[src/hdl/sa_pe_pkg.sv]
package sa_pe_pkg;

    // ------------------------------------------------------------
    // Operand and result widths
    // ------------------------------------------------------------

    // Activation operand
    localparam int A_W = 16;
    // Weight operand
    localparam int B_W = 16;
    // Accumulator and output scan chain
    localparam int ACC_W = 48;
    // Bit negligence threshold
    localparam int TH_W = 2;
    // Full signed product
    localparam int PROD_W = A_W + B_W;

    // ------------------------------------------------------------
    // Pipeline depths
    // ------------------------------------------------------------

    // Register stages inside the multiplier
    localparam int MUL_STAGES = 2;
    // Operand capture to accumulator input, in enabled cycles
    // Zero gate stage + multiplier stages + intermediate stage
    localparam int PROD_LATENCY = MUL_STAGES + 2;

endpackage
[src/hdl/sa_pe.sv]
`timescale 1ns/1ps

module sa_pe (
    input  logic                           i_clk,
    input  logic                           i_rstn,
    input  logic                           i_reg_clear,
    input  logic                           i_cell_en,
    input  logic                           i_cell_sc_en,
    input  logic                           i_pipeline_en,
    input  logic                           i_cswitch,
    input  logic                           i_cscan_en,
    input  logic [sa_pe_pkg::A_W-1:0]      i_a,
    input  logic [sa_pe_pkg::B_W-1:0]      i_b,
    input  logic [sa_pe_pkg::ACC_W-1:0]    i_c,
    input  logic [sa_pe_pkg::TH_W-1:0]     i_thres,
    output logic [sa_pe_pkg::A_W-1:0]      o_a,
    output logic [sa_pe_pkg::B_W-1:0]      o_b,
    output logic [sa_pe_pkg::ACC_W-1:0]    o_c,
    output logic                           o_cswitch,
    output logic                           o_cell_en
);

    // Common stage enable
    logic                         stage_en;

    // Zero gate to multiplier
    logic [sa_pe_pkg::A_W-1:0]    a_gated;
    logic [sa_pe_pkg::B_W-1:0]    b_gated;
    logic                         zero_s0;

    // Multiplier to accumulator
    logic [sa_pe_pkg::PROD_W-1:0] prod;
    logic                         zero_s2;

    // ------------------------------------------------------------
    // Stage enable
    // ------------------------------------------------------------

    // A disabled cell or a global stall freezes all stages at once
    assign stage_en = i_cell_en & i_pipeline_en;

    // ------------------------------------------------------------
    // Compute pipeline
    // ------------------------------------------------------------

    // Stage 0, zero detection and operand gating
    pe_zero_gate i_pe_zero_gate (
        .i_clk       (i_clk),
        .i_rstn      (i_rstn),
        .i_reg_clear (i_reg_clear),
        .i_en        (stage_en),
        .i_a         (i_a),
        .i_b         (i_b),
        .i_thres     (i_thres),
        .o_a_gated   (a_gated),
        .o_b_gated   (b_gated),
        .o_zero      (zero_s0)
    );

    // Stage 1, pipelined multiplier with flag shimming
    pe_multiplier i_pe_multiplier (
        .i_clk       (i_clk),
        .i_rstn      (i_rstn),
        .i_reg_clear (i_reg_clear),
        .i_en        (stage_en),
        .i_zero      (zero_s0),
        .i_a         (a_gated),
        .i_b         (b_gated),
        .o_prod      (prod),
        .o_zero      (zero_s2)
    );

    // Stage 2, accumulate and output scan chain
    pe_accumulator i_pe_accumulator (
        .i_clk         (i_clk),
        .i_rstn        (i_rstn),
        .i_reg_clear   (i_reg_clear),
        .i_en          (stage_en),
        .i_pipeline_en (i_pipeline_en),
        .i_zero        (zero_s2),
        .i_cswitch     (i_cswitch),
        .i_cscan_en    (i_cscan_en),
        .i_prod        (prod),
        .i_c           (i_c),
        .o_c           (o_c)
    );

    // ------------------------------------------------------------
    // Neighbour propagation
    // ------------------------------------------------------------

    pe_propagate i_pe_propagate (
        .i_clk        (i_clk),
        .i_rstn       (i_rstn),
        .i_reg_clear  (i_reg_clear),
        .i_en         (stage_en),
        .i_cswitch    (i_cswitch),
        .i_cell_en    (i_cell_en),
        .i_cell_sc_en (i_cell_sc_en),
        .i_a          (i_a),
        .i_b          (i_b),
        .o_a          (o_a),
        .o_b          (o_b),
        .o_cswitch    (o_cswitch),
        .o_cell_en    (o_cell_en)
    );

endmodule

[src/hdl/pe_propagate.sv]
`timescale 1ns/1ps

module pe_propagate (
    input  logic                           i_clk,
    input  logic                           i_rstn,
    input  logic                           i_reg_clear,
    input  logic                           i_en,
    input  logic                           i_cswitch,
    input  logic                           i_cell_en,
    input  logic                           i_cell_sc_en,
    input  logic [sa_pe_pkg::A_W-1:0]      i_a,
    input  logic [sa_pe_pkg::B_W-1:0]      i_b,
    output logic [sa_pe_pkg::A_W-1:0]      o_a,
    output logic [sa_pe_pkg::B_W-1:0]      o_b,
    output logic                           o_cswitch,
    output logic                           o_cell_en
);

    // ------------------------------------------------------------
    // Operand and context switch forwarding
    // ------------------------------------------------------------

    // One enabled cycle of delay toward the neighbouring cells,
    // frozen together with the local pipeline
    always_ff @(posedge i_clk or negedge i_rstn) begin
        if (!i_rstn) begin
            o_a       <= '0;
            o_b       <= '0;
            o_cswitch <= 1'b0;
        end else if (i_reg_clear) begin
            o_a       <= '0;
            o_b       <= '0;
            o_cswitch <= 1'b0;
        end else if (i_en) begin
            o_a       <= i_a;
            o_b       <= i_b;
            o_cswitch <= i_cswitch;
        end
    end

    // ------------------------------------------------------------
    // Cell enable scan chain
    // ------------------------------------------------------------

    // Shifts on its own strobe, independent of the stage enable
    always_ff @(posedge i_clk or negedge i_rstn) begin
        if (!i_rstn) begin
            o_cell_en <= 1'b0;
        end else if (i_reg_clear) begin
            o_cell_en <= 1'b0;
        end else if (i_cell_sc_en) begin
            o_cell_en <= i_cell_en;
        end
    end

endmodule

[src/hdl/pe_accumulator.sv]
`timescale 1ns/1ps

module pe_accumulator (
    input  logic                           i_clk,
    input  logic                           i_rstn,
    input  logic                           i_reg_clear,
    input  logic                           i_en,
    input  logic                           i_pipeline_en,
    input  logic                           i_zero,
    input  logic                           i_cswitch,
    input  logic                           i_cscan_en,
    input  logic [sa_pe_pkg::PROD_W-1:0]   i_prod,
    input  logic [sa_pe_pkg::ACC_W-1:0]    i_c,
    output logic [sa_pe_pkg::ACC_W-1:0]    o_c
);

    // Running sum of the current context
    logic [sa_pe_pkg::ACC_W-1:0]  acc_q;
    // Output scan register, also holds the next preload
    logic [sa_pe_pkg::ACC_W-1:0]  scan_q;
    logic [sa_pe_pkg::ACC_W-1:0]  scan_d;
    logic                         scan_en;

    // Adder operands and result
    logic [sa_pe_pkg::PROD_W-1:0] prod_term;
    logic [sa_pe_pkg::ACC_W-1:0]  prod_ext;
    logic [sa_pe_pkg::ACC_W-1:0]  acc_term;
    logic [sa_pe_pkg::ACC_W-1:0]  acc_sum;
    logic                         acc_we;

    // ------------------------------------------------------------
    // Adder input selection
    // ------------------------------------------------------------

    // A flagged product cannot be skipped during a context switch,
    // since the accumulator must load anyway; force it to zero
    assign prod_term = (i_zero && i_cswitch) ? '0 : i_prod;

    // Sign extension of the product up to accumulator width
    assign prod_ext = {{(sa_pe_pkg::ACC_W - sa_pe_pkg::PROD_W){prod_term[sa_pe_pkg::PROD_W-1]}},
                       prod_term};

    // On a switch, start the new sum from the preload in the scan reg
    assign acc_term = i_cswitch ? scan_q : acc_q;

    assign acc_sum = prod_ext + acc_term;

    // Skip the write for a negligible product, unless switching
    assign acc_we = i_en & (i_cswitch | ~i_zero);

    // ------------------------------------------------------------
    // Accumulator register
    // ------------------------------------------------------------

    always_ff @(posedge i_clk or negedge i_rstn) begin
        if (!i_rstn) begin
            acc_q <= '0;
        end else if (i_reg_clear) begin
            acc_q <= '0;
        end else if (acc_we) begin
            acc_q <= acc_sum;
        end
    end

    // ------------------------------------------------------------
    // Output scan register
    // ------------------------------------------------------------

    // Only the global pipeline enable gates the scan chain,
    // so results keep shifting through a disabled cell
    assign scan_en = (i_cscan_en | i_cswitch) & i_pipeline_en;

    // Finished sum on a switch, neighbour's value otherwise
    assign scan_d = i_cswitch ? acc_q : i_c;

    always_ff @(posedge i_clk or negedge i_rstn) begin
        if (!i_rstn) begin
            scan_q <= '0;
        end else if (i_reg_clear) begin
            scan_q <= '0;
        end else if (scan_en) begin
            scan_q <= scan_d;
        end
    end

    // Scan chain output toward the next cell
    assign o_c = scan_q;

endmodule

[src/hdl/pe_multiplier.sv]
`timescale 1ns/1ps

module pe_multiplier (
    input  logic                           i_clk,
    input  logic                           i_rstn,
    input  logic                           i_reg_clear,
    input  logic                           i_en,
    input  logic                           i_zero,
    input  logic [sa_pe_pkg::A_W-1:0]      i_a,
    input  logic [sa_pe_pkg::B_W-1:0]      i_b,
    output logic [sa_pe_pkg::PROD_W-1:0]   o_prod,
    output logic                           o_zero
);

    // Raw signed product
    logic signed [sa_pe_pkg::PROD_W-1:0] prod_d;
    // Internal multiplier pipeline
    logic signed [sa_pe_pkg::PROD_W-1:0] prod_pipe [sa_pe_pkg::MUL_STAGES];
    // Zero flag shimming chain, one bit per multiplier stage
    logic [sa_pe_pkg::MUL_STAGES-1:0]    zero_shim;

    // ------------------------------------------------------------
    // Signed multiply
    // ------------------------------------------------------------

    // Both operands are two's complement
    assign prod_d = $signed(i_a) * $signed(i_b);

    // ------------------------------------------------------------
    // Multiplier stages and flag shimming
    // ------------------------------------------------------------

    // Product and flag advance in lockstep, so a flag never
    // drifts away from the pair that raised it
    always_ff @(posedge i_clk or negedge i_rstn) begin
        if (!i_rstn) begin
            for (int i = 0; i < sa_pe_pkg::MUL_STAGES; i++) begin
                prod_pipe[i] <= '0;
            end
            zero_shim <= '0;
        end else if (i_reg_clear) begin
            for (int i = 0; i < sa_pe_pkg::MUL_STAGES; i++) begin
                prod_pipe[i] <= '0;
            end
            zero_shim <= '0;
        end else if (i_en) begin
            prod_pipe[0] <= prod_d;
            zero_shim[0] <= i_zero;
            // Remaining stages just shift
            for (int i = 1; i < sa_pe_pkg::MUL_STAGES; i++) begin
                prod_pipe[i] <= prod_pipe[i-1];
                zero_shim[i] <= zero_shim[i-1];
            end
        end
    end

    // ------------------------------------------------------------
    // Intermediate register between multiply and add
    // ------------------------------------------------------------

    always_ff @(posedge i_clk or negedge i_rstn) begin
        if (!i_rstn) begin
            o_prod <= '0;
            o_zero <= 1'b0;
        end else if (i_reg_clear) begin
            o_prod <= '0;
            o_zero <= 1'b0;
        end else if (i_en) begin
            o_prod <= prod_pipe[sa_pe_pkg::MUL_STAGES-1];
            o_zero <= zero_shim[sa_pe_pkg::MUL_STAGES-1];
        end
    end

endmodule

[src/hdl/pe_zero_gate.sv]
`timescale 1ns/1ps

module pe_zero_gate (
    input  logic                           i_clk,
    input  logic                           i_rstn,
    input  logic                           i_reg_clear,
    input  logic                           i_en,
    input  logic [sa_pe_pkg::A_W-1:0]      i_a,
    input  logic [sa_pe_pkg::B_W-1:0]      i_b,
    input  logic [sa_pe_pkg::TH_W-1:0]     i_thres,
    output logic [sa_pe_pkg::A_W-1:0]      o_a_gated,
    output logic [sa_pe_pkg::B_W-1:0]      o_b_gated,
    output logic                           o_zero
);

    // Per-operand negligence flags
    logic a_negl;
    logic b_negl;
    // Combinational zero detection
    logic zero_d;

    // ------------------------------------------------------------
    // Zero detection with bit negligence
    // ------------------------------------------------------------

    // Operand counts as zero when nothing survives above the
    // lowest i_thres bits; threshold 0 means an exact zero
    assign a_negl = ((i_a >> i_thres) == '0);
    assign b_negl = ((i_b >> i_thres) == '0);

    // One negligible operand makes the whole product negligible
    assign zero_d = a_negl | b_negl;

    // ------------------------------------------------------------
    // Zero flag register
    // ------------------------------------------------------------

    always_ff @(posedge i_clk or negedge i_rstn) begin
        if (!i_rstn) begin
            o_zero <= 1'b0;
        end else if (i_reg_clear) begin
            o_zero <= 1'b0;
        end else if (i_en) begin
            o_zero <= zero_d;
        end
    end

    // ------------------------------------------------------------
    // Gated operand registers
    // ------------------------------------------------------------

    // Hold old operands on a zero, so the multiplier stays quiet
    always_ff @(posedge i_clk or negedge i_rstn) begin
        if (!i_rstn) begin
            o_a_gated <= '0;
            o_b_gated <= '0;
        end else if (i_reg_clear) begin
            o_a_gated <= '0;
            o_b_gated <= '0;
        end else if (i_en && !zero_d) begin
            o_a_gated <= i_a;
            o_b_gated <= i_b;
        end
    end

endmodule

[config.mk]
export PLATFORM = sky130hd
export DESIGN_NAME = sa_pe
export DESIGN_NICKNAME = d
export VERILOG_FILES = /design/src/hdl/sa_pe_pkg.sv /design/src/hdl/sa_pe.sv /design/src/hdl/pe_propagate.sv /design/src/hdl/pe_accumulator.sv /design/src/hdl/pe_multiplier.sv /design/src/hdl/pe_zero_gate.sv
export SDC_FILE = /design/constraint.sdc
export NUM_CORES = 1
export LEC_CHECK = 0
export BUFFER_PORTS_ARGS = -buffer_cell sky130_fd_sc_hd__buf_2
export CAP_MARGIN = 20
export CORE_MARGIN = 2
export CORE_UTILIZATION = 45
export CTS_BUF_LIST = sky130_fd_sc_hd__clkbuf_2 sky130_fd_sc_hd__clkbuf_4 sky130_fd_sc_hd__clkbuf_8
export DETAILED_ROUTE_END_ITERATION = 8
export GPL_TIMING_DRIVEN = 1
export PLACE_DENSITY_LB_ADDON = 0.12
export SLEW_MARGIN = 20
export SYNTH_ARGS = -nofsm -noshare
export SYNTH_HDL_FRONTEND = slang
export SYNTH_SLANG_ARGS = --single-unit
[constraint.sdc]
create_clock -name i_clk -period 14.7 [get_ports i_clk]
set_input_delay 0.735 -clock i_clk [delete_from_list [all_inputs] [get_ports i_clk]]
set_output_delay 0.735 -clock i_clk [all_outputs]
set_load 0.005 [all_outputs]
* Word level (Yosys, flattened, before mapping)
Cells that the tools add are included.
Storage, ports and cells: register bits 262, input port bits 90, output and inout port bits 82, word-level logic and storage cells 64
Operators by class: add/subtract/negate cells 1, multiply operators 1, shift operators 2, multiplexer cells 29, bitwise logic cells 7, reductions and logical operators 10
Operator list (number):
- 48-bit 2-to-1 mux | 6
- 16-bit 2-to-1 mux | 8
- 64-bit 2-to-1 mux | 2
- 32-bit 2-to-1 mux | 3
- 48-bit adder | 1
- 16-bit logical NOT | 2
- 16-bit by 16-bit multiplier with 32-bit output | 1
- 16-bit by 2-bit >> shifter with 16-bit output | 2
- 2-bit nonzero test | 5
- 1-bit 2-to-1 mux | 8
- 2-bit 2-to-1 mux | 2
- 1-bit bitwise AND | 3
- 1-bit OR | 3
- 1-bit logical AND | 2
- 1-bit logical NOT | 1
- 1-bit NOT | 1

* Depth between registers and ports, before layout
depth in word-level cells 7, mapped depth 24, depth with buffers taken out 21

* Cells and area by module
Synthesis repeated with hierarchy kept, for this count alone.
Second synthesis, totals: cell total of the unflattened synthesis 2500, area total of the unflattened synthesis 24380.9 um^2
Modules (own cells, without submodules):
- pe_multiplier | instances 1, cells an instance 1404, area each 13759.4 um^2, seq. area each 2477.4 um^2
- pe_accumulator | instances 1, cells an instance 825, area each 7430.9 um^2, seq. area each 2402.3 um^2
- pe_zero_gate | instances 1, cells an instance 160, area each 1776.7 um^2, seq. area each 825.8 um^2
- pe_propagate | instances 1, cells an instance 110, area each 1407.6 um^2, seq. area each 850.8 um^2
- sa_pe | instances 1, cells an instance 1, area each 6.3 um^2, seq. area each 0.0 um^2

* Least setup slack after synthesis
Ideal clock, no wire load.
path kind flip-flop to flip-flop, start reg i_pe_zero_gate.o_a_gated[15] (netlist name), end reg i_pe_multiplier.prod_pipe[63] (netlist name), setup time 0.124 ns, arrival 6.235 ns, data required time 14.576 ns, path slack 8.341 ns, cell stages (with the launch flop) 21, buffers on the path 1, clock period less this slack 6.359 ns, cell sequence dfrtp_1 -> clkbuf_1 -> nand2_1 -> inv_1 -> fa_1 -> fa_1 -> fa_1 -> fa_1 -> fa_1 -> inv_1 -> fa_1 -> inv_1 -> ha_1 -> a21o_1 -> a21o_1 -> a21oi_4 -> or4b_1 -> o311ai_2 -> a211oi_1 -> o2111a_1 -> a211o_1
Between the ends: cells in the longest elaborated chain, start to end 3
RTL lines:
- from (decl) | RTL line pe_zero_gate.sv:11 | output logic [sa_pe_pkg::A_W-1:0] o_a_gated,
- from (signal assigned) | RTL line pe_zero_gate.sv:61 | o_a_gated <= i_a;
- 16-bit by 16-bit multiplier with 32-bit output | RTL line pe_multiplier.sv:27 | assign prod_d = $signed(i_a) * $signed(i_b);
- 64-bit 2-to-1 mux | RTL line pe_multiplier.sv:46 | end else if (i_en) begin
- 64-bit 2-to-1 mux | RTL line pe_multiplier.sv:41 | end else if (i_reg_clear) begin
- to (signal, indexed assignment) | RTL line pe_multiplier.sv:51 | prod_pipe[i] <= prod_pipe[i-1];
- to (decl) | RTL line pe_multiplier.sv:18 | logic signed [sa_pe_pkg::PROD_W-1:0] prod_pipe [sa_pe_pkg::MUL_STAGES];
No other way between the ends. The select of a mux whose other input is x is not followed. A chain may end at the register's enable or synchronous reset.

* Worst setup path after layout
Ends and elaborated chain as after synthesis.

==> flow_metrics.env <==
export IMPL_grt_max_degree=136
export IMPL_clock_latency_ns=0.64
export IMPL_grtUsageTotal=0.242
export IMPL_htreeDepth=2
export IMPL_worst_slack_ns=7.78
export IMPL_grt_pass1_vias=18448
export IMPL_crit_fanout=17
export IMPL_peakVddDrop_mv=0.0606
export IMPL_cp_arrival_ns=7.42
export IMPL_grt_overflow=0
export IMPL_cts_buffers=50
export IMPL_grt_pass1_wl_mm=102
export IMPL_area_growth_synth_to_final_pct=11.2
export IMPL_critPathMaxStageDelay_ns=0.92
export IMPL_hold_path_class="in2reg"
export IMPL_syn_cell_area_mm2=0.0233
export IMPL_synth_seq_cells=262
export IMPL_setup_viol=0
export IMPL_synth_edf_count=0
export IMPL_cts_tree="yes"
export IMPL_drive_gt1_frac=0.134
export IMPL_whs_ns=0.370
export IMPL_vias=17668
export IMPL_drv_cap=0
export IMPL_p_leak_uw=0.0133
export IMPL_multi_input_area_mm2=0.0152
export IMPL_rows=83
export IMPL_rsz0062_at_grt="false"
export IMPL_synth_warnings=0
export IMPL_crit_chain="nand2_1, inv_1, fa_1, fa_1, fa_1, fa_1, fa_1, inv_1, fa_1, inv_1, ha_1, a21oi_1, nand2_1, or4b_1, o311ai_2, a211oi_1, o2111a_1, a211o_1"
export IMPL_cpMostUsedCell="fa_1"
export IMPL_tns_ns=0
export IMPL_p_total_uw=1930
export IMPL_cts_sinks=262
export IMPL_dr_pass1_iters=6
export IMPL_core_area_mm2=0.0513
export IMPL_io_pins=172
export IMPL_wl_per_cell_um=19.8
export IMPL_crit_path_end_kind="register"
export IMPL_clock_skew_final_ns=0.0393
export IMPL_start_util=0.455
export IMPL_async_flop_share=1.00
export IMPL_path_buf_inv=3
export IMPL_cts_buffer_depth=3
export IMPL_ctsRootBufferMaster="clkbuf_8"
export IMPL_max_freq_ghz=0.145
export IMPL_synth_ff_type="dfrtp_1"
export IMPL_nets=2970
export IMPL_hold_viol=0
export IMPL_die_h_um=232
export IMPL_crit_family="adder cells"
export IMPL_synth_top_area_cell="dfrtp_1"
export IMPL_cp_start_kind="register"
export IMPL_synth_cell_types=66
export IMPL_drv_slew=0
export IMPL_critPathRequiredTime_ns=15.20
export IMPL_post_place_ws_ns=7.82
export IMPL_n_fill_cell=4898
export IMPL_slowest_stage="fa_1"
export IMPL_min_period_ns=6.92
export IMPL_dpl_hpwl_mm=47.9
export IMPL_regArea_mm2=0.00656
export IMPL_drt_iter0_drc=1009
export IMPL_syn_nets=2862
export IMPL_antenna_found_initial=1
export IMPL_netlist_top_cells_area="dfrtp_1 (28%), fa_1 (23%), ha_1 (6.9%), a22o_1 (5.2%), inv_1 (4.9%)"
export IMPL_place_congestion=0.886
export IMPL_p_per_area_mw_per_mm2=74.4
export IMPL_syn_mean_instance_area_um2=9.80
export IMPL_synth_top_cell_area_share=0.281
export IMPL_drtAntennaViolNets=0
export IMPL_die_area_mm2=0.0537
export IMPL_period_share=0.471
export IMPL_status="finished, final reports clean"
export IMPL_drc=0
export IMPL_ys_seq_area_frac=0.281
export IMPL_die_x_um=232
export IMPL_clkTransAtPathRegs_ns=0.06
export IMPL_tightest_slew_ns=1.00
export IMPL_syn_inst=2380
export IMPL_viasPerCell=5.51
export IMPL_wl_mm=63.4
export IMPL_port_buffers=171
export IMPL_worstSetupPathType="reg2reg"
export IMPL_max_slew_margin_rel=0.328
[stage by stage]
step	cells	area [µm²]	util
final	3209	25900	0.506
after floorplan	2380	23300	-
after global placement	3114	24700	0.482
after global routing	3209	25900	0.506
after detailed placement	3114	24700	0.482
after CTS	3206	25900	0.505
[routing by layer]
layer	vias up	track usage	wire length [µm]
met5	-	0	0
met4	0	0.0837	1970
met3	119	0.0356	3020
met2	443	0.405	31400
met1	8886	0.321	27100
li1	8220	-	-
[registers in the layout (all words and copies together) (netlist names), 2 cells and up]
name,flops
i_pe_multiplier.o_prod,32
i_pe_accumulator.o_c,48
i_pe_zero_gate.o_b_gated,16
i_pe_propagate.o_b,16
i_pe_zero_gate.o_a_gated,16
i_pe_multiplier.prod_pipe,64
i_pe_accumulator.acc_q,48
i_pe_multiplier.zero_shim,2
i_pe_propagate.o_a,16
[tightest hold or removal path, stage by stage]
cell	delay [ns]
buf_2	0.08
mux2i_1	0.06
nor2_1	0.08
[cell families (layout without fill, tap and decap cells)]
family,Yosys count,in the layout,synth area share
AND/OR/NAND/NOR,613,613,0.127
AO/OA/AOI/OAI,513,513,0.157
buffers and inverters,434,582,0.0699
adder cells (fa/ha/maj),392,392,0.295
flip-flops,262,262,0.281
multiplexers,100,100,0.0454
XOR/XNOR,66,66,0.0248
other,0,1,0
[path summary, 6_finish.rpt]
kind                                                     from                            end  slack [ns]  depth (start not counted)
worst min-delay path                             i_cell_sc_en       i_pe_propagate.o_cell_en        0.37                          3
worst max-delay path             i_pe_zero_gate.o_a_gated[15]  i_pe_multiplier.prod_pipe[63]        7.78                         18
min in group asynchronous                              i_rstn        i_pe_accumulator.o_c[8]        0.55                          2
worst min register to register  i_pe_multiplier.prod_pipe[44]  i_pe_multiplier.prod_pipe[44]        0.46                          2
max in group asynchronous                              i_rstn         i_pe_propagate.o_b[11]       13.02                          3
worst max register to register   i_pe_zero_gate.o_a_gated[15]  i_pe_multiplier.prod_pipe[63]        7.78                         18
[cell usage after synthesis, types with 20 or more instances]
cell type / instances
inv_1: 304
fa_1: 263
dfrtp_1: 262
nand2_1: 233
and2_1: 159
a22o_1: 139
ha_1: 129
clkbuf_1: 122
nor2_1: 101
a21oi_1: 77
a211oi_1: 62
o21ai_0: 54
mux2i_1: 53
mux2_2: 47
o21ai_1: 41
xnor2_1: 40
a21o_1: 38
xor2_1: 26
nor3_1: 25
nand3_1: 21
nand4_1: 20
[layout make-up]
type,count,area share
diodes,1,0.0000965
flip-flops and latches,262,0.253
clock inverters,17,0.00873
well taps,680,0.0328
inverters,304,0.0440
multi-input cells,1684,0.586
clock buffers,75,0.0369
repair buffers,186,0.0392
[cell usage in the layout (no fill, tap or decap), drive strengths merged, types with 10 or more instances in the layout]
cell type | Yosys | layout
a211oi | 63 | 63
a21o | 38 | 38
a21oi | 78 | 78
a22o | 139 | 139
a31oi | 10 | 10
and2 | 159 | 159
buf | 8 | 185
clkbuf | 122 | 75
clkinv | 0 | 10
dfrtp | 262 | 262
fa | 263 | 263
ha | 129 | 129
inv | 304 | 304
mux2 | 47 | 47
mux2i | 53 | 53
nand2 | 233 | 233
nand2b | 15 | 15
nand3 | 21 | 21
nand4 | 20 | 20
nor2 | 101 | 101
nor3 | 25 | 25
o211ai | 12 | 12
o21ai | 95 | 95
o21bai | 15 | 15
o31ai | 11 | 11
xnor2 | 40 | 40
xor2 | 26 | 26
[where the power goes]
group	switching [µW]	internal (µW)
Combinational	181	119
Clock	337	506
Sequential	39.9	747
Total	559	1370
[timing repair]
item | CTS | global route
setup endpoints to repair | 0 | 0
hold endpoints to repair | 0 | 34
hold buffers | 0 | 1
buffers inserted | 0 | 0
gates resized for setup | 0 | 0
No activity file was read; power rests on OpenSTA's default activity.
